--- src/rtl/game_pkg.sv ---
package game_pkg;

	typedef struct packed {
		logic [2:0] tree_speed;
		logic [1:0] bird_speed;
		logic [1:0] bird_count_m1; // birds minus one
		logic [3:0] bird_life;
		logic [1:0] trees_to_add;
	} level_cfg_t;

	// two bcd digits, [1] is tens
	typedef logic [1:0][3:0] bcd2_t;

	localparam int NUM_LEVELS = 4;

	// levels past the last entry keep using it
	localparam level_cfg_t LEVEL_TABLE [NUM_LEVELS] = '{
		'{tree_speed: 3'd1, bird_speed: 2'd1, bird_count_m1: 2'd0, bird_life: 4'd2, trees_to_add: 2'd1},
		'{tree_speed: 3'd2, bird_speed: 2'd1, bird_count_m1: 2'd1, bird_life: 4'd3, trees_to_add: 2'd2},
		'{tree_speed: 3'd3, bird_speed: 2'd2, bird_count_m1: 2'd2, bird_life: 4'd4, trees_to_add: 2'd2},
		'{tree_speed: 3'd4, bird_speed: 2'd3, bird_count_m1: 2'd3, bird_life: 4'd5, trees_to_add: 2'd3}
	};

	localparam int COOLDOWN_FRAMES = 50;
	localparam int RAPID_COOLDOWN_FRAMES = 20;
	localparam int TREE_PERIOD = 400;
	localparam int POWERUP_FRAMES = 1000;
	localparam int RED_FRAMES = 64;
	localparam int LEVEL_PAUSE_FRAMES = 100;
	localparam int START_HEARTS = 3;
	localparam int MAX_HEARTS = 3;

	localparam int PU_SHIELD = 0;
	localparam int PU_RAPID = 1;
	localparam int PU_DAMAGE = 2;
	localparam int PU_LIFE = 3;

endpackage

--- src/rtl/level_if.sv ---
`timescale 1ns/1ps

// level settings from level_fsm, level_up back from game_controller
interface level_if;

	game_pkg::level_cfg_t cfg; // settings of the running level
	logic level_up; // one clk strobe

	modport fsm_side (
		output cfg,
		input level_up
	);

	modport ctrl_side (
		input cfg,
		output level_up
	);

endinterface

--- src/rtl/level_fsm.sv ---
`timescale 1ns/1ps

module level_fsm (
	input logic clk,
	input logic resetN,
	level_if.fsm_side lvl,
	output logic [2:0] tree_speed,
	output logic [1:0] bird_speed,
	output game_pkg::bcd2_t level_num
);

	localparam int IDX_W = $clog2(game_pkg::NUM_LEVELS);
	localparam logic [IDX_W-1:0] LAST_IDX = IDX_W'(game_pkg::NUM_LEVELS - 1);

	logic [IDX_W-1:0] level_idx; // 0 is level 1
	game_pkg::bcd2_t level_num_next;

	// bcd increment, 99 rolls over to 00
	always_comb begin
		level_num_next = level_num;
		if (level_num[0] == 4'd9) begin
			level_num_next[0] = 4'd0;
			if (level_num[1] == 4'd9)
				level_num_next[1] = 4'd0;
			else
				level_num_next[1] = level_num[1] + 4'd1;
		end else begin
			level_num_next[0] = level_num[0] + 4'd1;
		end
	end

	// not gated by the frame strobe
	always_ff @(posedge clk or negedge resetN) begin
		if (!resetN) begin
			level_idx <= '0;
			level_num <= {4'd0, 4'd1};
		end else if (lvl.level_up) begin
			level_num <= level_num_next;
			if (level_idx != LAST_IDX)
				level_idx <= level_idx + 1'b1; // stays on the last table entry
		end
	end

	assign lvl.cfg = game_pkg::LEVEL_TABLE[level_idx];

	// motion logic outside needs these directly
	assign tree_speed = lvl.cfg.tree_speed;
	assign bird_speed = lvl.cfg.bird_speed;

endmodule

--- src/rtl/game_controller.sv ---
`timescale 1ns/1ps

module game_controller #(
	parameter int MAX_SHOTS = 8,
	parameter int MAX_TREES = 16
) (
	input logic clk,
	input logic resetN,
	input logic start_of_frame,
	input logic shoot,
	input logic [3:0] bird_alive,
	input logic player_active,
	input logic rapid,
	level_if.ctrl_side lvl,
	output logic [MAX_SHOTS-1:0] deploy_shot,
	output logic [MAX_TREES-1:0] deploy_tree,
	output logic [3:0] deploy_bird,
	output logic deploy_pickup,
	output logic add_time,
	output game_pkg::bcd2_t time_to_add
);

	localparam int SHOT_W = $clog2(MAX_SHOTS);
	localparam int TREE_W = $clog2(MAX_TREES);
	localparam int CD_W = $clog2(game_pkg::COOLDOWN_FRAMES);
	localparam int TP_W = $clog2(game_pkg::TREE_PERIOD);
	localparam int PAUSE_W = $clog2(game_pkg::LEVEL_PAUSE_FRAMES + 1);

	logic [SHOT_W-1:0] shot_idx;
	logic [TREE_W-1:0] tree_idx;
	logic [CD_W-1:0] cooldown;
	logic [TP_W-1:0] tree_cnt;
	logic [7:0] tree_stock; // trees still to be released
	logic [PAUSE_W-1:0] pause_cnt;
	logic start_level; // pending level start after reset
	logic level_done; // level_up already sent for this level
	logic [3:0] last_birds;
	logic level_start;
	logic tree_due;

	assign level_start = start_level || (pause_cnt == PAUSE_W'(1));
	assign tree_due = (tree_cnt == TP_W'(game_pkg::TREE_PERIOD - 1)) && (tree_stock != 8'd0);

	always_ff @(posedge clk or negedge resetN) begin
		if (!resetN) begin
			deploy_shot <= '0;
			deploy_tree <= '0;
			deploy_bird <= '0;
			deploy_pickup <= 1'b0;
			add_time <= 1'b1; // loads the starting time
			time_to_add <= {4'd9, 4'd9};
			lvl.level_up <= 1'b0;
			shot_idx <= '0;
			tree_idx <= '0;
			cooldown <= '0;
			tree_cnt <= '0;
			tree_stock <= 8'd0;
			pause_cnt <= '0;
			start_level <= 1'b1;
			level_done <= 1'b1; // armed once birds show up
			last_birds <= 4'd0;
		end else begin
			add_time <= 1'b0;
			time_to_add <= {4'd0, 4'd0};
			lvl.level_up <= 1'b0;
			if (start_of_frame) begin
				deploy_shot <= '0;
				deploy_tree <= '0;
				deploy_bird <= '0;
				deploy_pickup <= 1'b0;
				start_level <= 1'b0;
				last_birds <= bird_alive;
				if (cooldown != '0)
					cooldown <= cooldown - 1'b1;
				if (pause_cnt != '0)
					pause_cnt <= pause_cnt - 1'b1;
				tree_cnt <= (tree_cnt == TP_W'(game_pkg::TREE_PERIOD - 1)) ?
					'0 : tree_cnt + 1'b1;

				if (shoot && (cooldown == '0)) begin
					deploy_shot[shot_idx] <= 1'b1;
					shot_idx <= (shot_idx == SHOT_W'(MAX_SHOTS - 1)) ? '0 : shot_idx + 1'b1;
					cooldown <= rapid ? CD_W'(game_pkg::RAPID_COOLDOWN_FRAMES - 1) :
						CD_W'(game_pkg::COOLDOWN_FRAMES - 1);
				end

				if (tree_due) begin
					deploy_tree[tree_idx] <= 1'b1;
					tree_idx <= (tree_idx == TREE_W'(MAX_TREES - 1)) ? '0 : tree_idx + 1'b1;
				end
				tree_stock <= tree_stock - {7'd0, tree_due} +
					(level_start ? {6'd0, lvl.cfg.trees_to_add} : 8'd0);

				if (level_start) begin
					for (int i = 0; i < 4; i++)
						deploy_bird[i] <= (2'(i) <= lvl.cfg.bird_count_m1);
					deploy_pickup <= 1'b1;
				end

				if (bird_alive != 4'd0) begin
					level_done <= 1'b0;
				end else if (!level_done) begin
					lvl.level_up <= 1'b1; // all birds down
					level_done <= 1'b1;
					pause_cnt <= PAUSE_W'(game_pkg::LEVEL_PAUSE_FRAMES);
				end

				if ((bird_alive < last_birds) && player_active) begin
					add_time <= 1'b1; // bonus per bird kill
					time_to_add <= {4'd1, 4'd0};
				end
			end
		end
	end

endmodule

--- src/rtl/player_status.sv ---
`timescale 1ns/1ps

module player_status (
	input logic clk,
	input logic resetN,
	input logic start_of_frame,
	input logic hit_pulse,
	input logic god_mode,
	input logic pickup_hit,
	input logic out_of_time,
	input logic [7:0] random,
	output logic player_active,
	output logic player_red,
	output logic shield,
	output logic more_damage,
	output logic rapid,
	output logic [1:0] num_of_hearts
);

	localparam int RED_W = $clog2(game_pkg::RED_FRAMES + 1);
	localparam int PU_W = $clog2(game_pkg::POWERUP_FRAMES + 1);

	logic [RED_W-1:0] red_cnt; // hit flash
	logic [PU_W-1:0] pu_cnt;
	logic [3:0] powerups; // shield, rapid, damage, life
	logic invincible;

	assign invincible = (red_cnt != '0) || god_mode || powerups[game_pkg::PU_SHIELD];

	always_ff @(posedge clk or negedge resetN) begin
		if (!resetN) begin
			player_active <= 1'b1;
			num_of_hearts <= 2'(game_pkg::START_HEARTS);
			red_cnt <= '0;
			pu_cnt <= '0;
			powerups <= 4'b0;
		end else if (start_of_frame) begin
			if (red_cnt != '0)
				red_cnt <= red_cnt - 1'b1;
			if (pu_cnt != '0)
				pu_cnt <= pu_cnt - 1'b1;
			else
				powerups <= 4'b0; // timer ran out

			if (hit_pulse && !invincible) begin
				num_of_hearts <= num_of_hearts - 2'd1;
				if (num_of_hearts > 2'd1)
					red_cnt <= RED_W'(game_pkg::RED_FRAMES);
				else
					player_active <= 1'b0; // last heart gone
			end

			if (out_of_time)
				player_active <= 1'b0;

			if (pickup_hit) begin
				powerups[random[5:4]] <= 1'b1;
				pu_cnt <= PU_W'(game_pkg::POWERUP_FRAMES);
			end

			// extra life is taken once, then the slot frees up
			if (powerups[game_pkg::PU_LIFE]) begin
				if (num_of_hearts < 2'(game_pkg::MAX_HEARTS))
					num_of_hearts <= num_of_hearts + 2'd1;
				powerups[game_pkg::PU_LIFE] <= 1'b0;
			end
		end
	end

	assign player_red = (red_cnt != '0);
	assign shield = powerups[game_pkg::PU_SHIELD];
	assign rapid = powerups[game_pkg::PU_RAPID]; // shorter shot cooldown
	assign more_damage = powerups[game_pkg::PU_DAMAGE];

endmodule

--- src/rtl/game_top.sv ---
`timescale 1ns/1ps

module game_top #(
	parameter int MAX_SHOTS = 8,
	parameter int MAX_TREES = 16
) (
	input logic clk,
	input logic resetN,
	input logic start_of_frame,
	input logic shoot,
	input logic [3:0] bird_alive,
	input logic hit_pulse,
	input logic god_mode,
	input logic pickup_hit,
	input logic out_of_time,
	input logic [7:0] random,
	output logic [2:0] tree_speed,
	output logic [1:0] bird_speed,
	output game_pkg::bcd2_t level_num,
	output logic [MAX_SHOTS-1:0] deploy_shot,
	output logic [MAX_TREES-1:0] deploy_tree,
	output logic [3:0] deploy_bird,
	output logic deploy_pickup,
	output logic add_time,
	output game_pkg::bcd2_t time_to_add,
	output logic player_active,
	output logic player_red,
	output logic shield,
	output logic more_damage,
	output logic [1:0] num_of_hearts
);

	logic rapid;

	level_if i_level_if ();

	level_fsm i_level_fsm (
		.clk(clk),
		.resetN(resetN),
		.lvl(i_level_if.fsm_side),
		.tree_speed(tree_speed),
		.bird_speed(bird_speed),
		.level_num(level_num)
	);

	game_controller #(
		.MAX_SHOTS(MAX_SHOTS),
		.MAX_TREES(MAX_TREES)
	) i_game_controller (
		.clk(clk),
		.resetN(resetN),
		.start_of_frame(start_of_frame),
		.shoot(shoot),
		.bird_alive(bird_alive),
		.player_active(player_active),
		.rapid(rapid),
		.lvl(i_level_if.ctrl_side),
		.deploy_shot(deploy_shot),
		.deploy_tree(deploy_tree),
		.deploy_bird(deploy_bird),
		.deploy_pickup(deploy_pickup),
		.add_time(add_time),
		.time_to_add(time_to_add)
	);

	player_status i_player_status (
		.clk(clk),
		.resetN(resetN),
		.start_of_frame(start_of_frame),
		.hit_pulse(hit_pulse),
		.god_mode(god_mode),
		.pickup_hit(pickup_hit),
		.out_of_time(out_of_time),
		.random(random),
		.player_active(player_active),
		.player_red(player_red),
		.shield(shield),
		.more_damage(more_damage),
		.rapid(rapid),
		.num_of_hearts(num_of_hearts)
	);

endmodule

--- config.mk ---
export PLATFORM = sky130hd
export DESIGN_NAME = game_top
export DESIGN_NICKNAME = d
export VERILOG_FILES = /design/src/rtl/game_pkg.sv /design/src/rtl/level_if.sv /design/src/rtl/level_fsm.sv /design/src/rtl/game_controller.sv /design/src/rtl/player_status.sv /design/src/rtl/game_top.sv
export SDC_FILE = /design/constraint.sdc
export NUM_CORES = 1
export LEC_CHECK = 0
export BUFFER_PORTS_ARGS = -buffer_cell sky130_fd_sc_hd__buf_2
export CAP_MARGIN = 40
export CORE_ASPECT_RATIO = 1.75
export CORE_UTILIZATION = 30
export DETAILED_ROUTE_END_ITERATION = 12
export MAX_ROUTING_LAYER = met4
export PLACE_DENSITY = 0.49
export SLEW_MARGIN = 20
export SYNTH_ARGS = -nofsm -noshare
export SYNTH_HDL_FRONTEND = slang
export SYNTH_HIERARCHICAL = 1
export SYNTH_SLANG_ARGS = --single-unit
--- constraint.sdc ---
create_clock -name clk -period 3.6 [get_ports clk]
set_input_delay 0.72 -clock clk [delete_from_list [all_inputs] [get_ports clk]]
set_output_delay 0.72 -clock clk [all_outputs]
set_load 0.03 [all_outputs]
==> run metrics <==
status=finished, final reports clean; Area after DPL=6371 um2; DRC=0; Max Transition Viols Final=0; GRT Resource Usage Total=14.14%; commonest cells after routing, fill and taps aside=100 x dfrtp_1, 65 x buf_2, 53 x inv_1; Syn Std Cell Area=5834 um2; fraction of layout cells with a size suffix above 1=20.92%; Post-Route WL=12520 um; Syn Area/Cell=10.33 um2; Syn Inst Count=565; H-tree level count=3; Skew-Pair Late Insertion Delay=0.36 ns; min Tclk post-route=3.353 ns; CP Launch Type=flop; setup_tns=0 ns; Clock Skews=0.006179 ns; Final Power=4.342 mW; Final HPWL DP=9024 um; final setup fails=0; I/O Buffers=66; I/O Pins=77; Hold WC Path Type=in -> async; largest fanout on the critical path=4; clock sink count=108; antenna cell count=0; Hold-fix buffers, CTS=0; CTS Buffer Depth=2; vias per inst=4.939; setup bufs post-CTS=0; clk slew on worst S/H paths=0.07 ns; routability-driven placement congestion ratio=0.7807; Slew HR=59.21%; vias in the first global route=4586; WP data arrival=3.65 ns; Die Span Y=186.5 um; leak pwr=3.161 nW; starting density of the core=30.53%; Buf+Inv Stages, Crit Path=2; yosys warns=6; post-route design area=6708 um2; critical path's top delay family=adder cells; global route overflow=0; initial antenna violation count=0; crit share post-route=93.14%; Final Hold Fails=0; Fmax=298.3 MHz; Detail Route Antenna Nets=0; Detailed Routing Iterations Pass 1=4; P per Cell Area=647.4 nW/um2; Max Cap Viol=0; Crit. End Element=flop; WL/cell=14.36 um; Final nets=683; fillers=1942; RSZ-0062 raised after global routing=no; Max stage delay cell, worst path=dfrtp_1; Core ar.=19110 um2; most frequent cell on the critical path=ha_1; CP Cell Sequence=ha_1 -> and3_1 -> and3_2 -> and2_1 -> ha_1 -> inv_1 -> ha_1 -> inv_1 -> fa_1 -> nand2b_1 -> a221o_1 -> a2111oi_0 -> nand3b_1; critical path class=reg -> reg; Slew @ Worst Pin=0.6118 ns; Vias=4307; VDD IR-drop max=378.5 uV; first-pass GRT wire length=21890 um; clock buffer count from CTS=9; TritonCTS clock tree=yes; most common cell after layout, fill and taps aside=dfrtp_1; PostCTS Resize Cnt=0; die width=107.4 um; die area=20030 um2; root buf cell=clkbuf_16; area added between synthesis and finish=14.97%; WP data required=3.90 ns; num rows=67; Max stage delay on crit path=0.43 ns; largest net degree at the start of global routing=58; DR iter-0 viols=253
stage by stage:
stage               util [%]  hold WS (ns)  cells  setup slack [ns]
finish                 35.09        0.2600    872            0.2471
global route           35.09        0.2741    872           0.06766
CTS                    34.99        0.4735    871            0.2828
detailed placement     33.33        0.4698    855            0.3060
global placement       33.33        0.4637    855            0.3343
floorplan                  -        0.4244    569            0.5402
layout make-up:
class	instances	area [um2]	share of cell area (%)
clock buffer	11	252.7	3.768
clock inverter	5	63.81	0.9513
inverter	54	202.7	3.022
multi-input combinational	379	2756	41.09
sequential	108	2713	40.44
tap	241	301.5	4.495
timing repair buffer	74	417.9	6.230
power by group:
part	switching [mW]	leakage, nW	internal (mW)	total [mW]
sequential	0.294	1.34	1.49	1.78
combinational	0.881	1.66	0.624	1.50
clock	0.471	0.158	0.587	1.06
total	1.65	3.16	2.70	4.34
routing by layer:
| layer | part of all wire (%) | global-route usage, % | vias up | wire length [um] |
|---|---|---|---|---|
| met5 | 0 | - | - | 0 |
| met4 | 1.7 | 5.321 | 0 | 213 |
| li1 | - | - | 2110 | - |
| met1 | 41 | 15.08 | 2121 | 5169 |
| met2 | 54 | 25.63 | 65 | 6767 |
| met3 | 3.0 | 2.340 | 11 | 371 |
final timing paths:
| kind | startpoint | endpoint | slack, ns | cells after the start |
|---|---|---|---|---|
| hold reg to reg | i_game_controller/deploy_tree[5] | i_game_controller/deploy_tree[5] | 0.48 | 1 |
| setup / recovery | i_game_controller/tree_cnt[0] | i_game_controller/tree_stock[6] | 0.25 | 13 |
| min in group clk | i_game_controller/deploy_tree[5] | i_game_controller/deploy_tree[5] | 0.48 | 1 |
| setup reg to reg | i_game_controller/tree_cnt[0] | i_game_controller/tree_stock[6] | 0.25 | 13 |
| max in group asynchronous | resetN | i_player_status/player_active | 2.71 | 2 |
| hold / removal | resetN | i_level_fsm/level_num[3] | 0.26 | 1 |
flip-flops by register name (all words and copies together) (netlist names), 6 cells and up, named ones only:
name and flops:
i_game_controller/cooldown 6, i_game_controller/deploy_shot 8, i_game_controller/deploy_tree 16, i_player_status/red_cnt 7
i_game_controller/pause_cnt 7, i_level_fsm/level_num 8, i_player_status/pu_cnt 10, i_game_controller/tree_stock 8
i_game_controller/tree_cnt 9
Power figures use the tool's default switching activity.
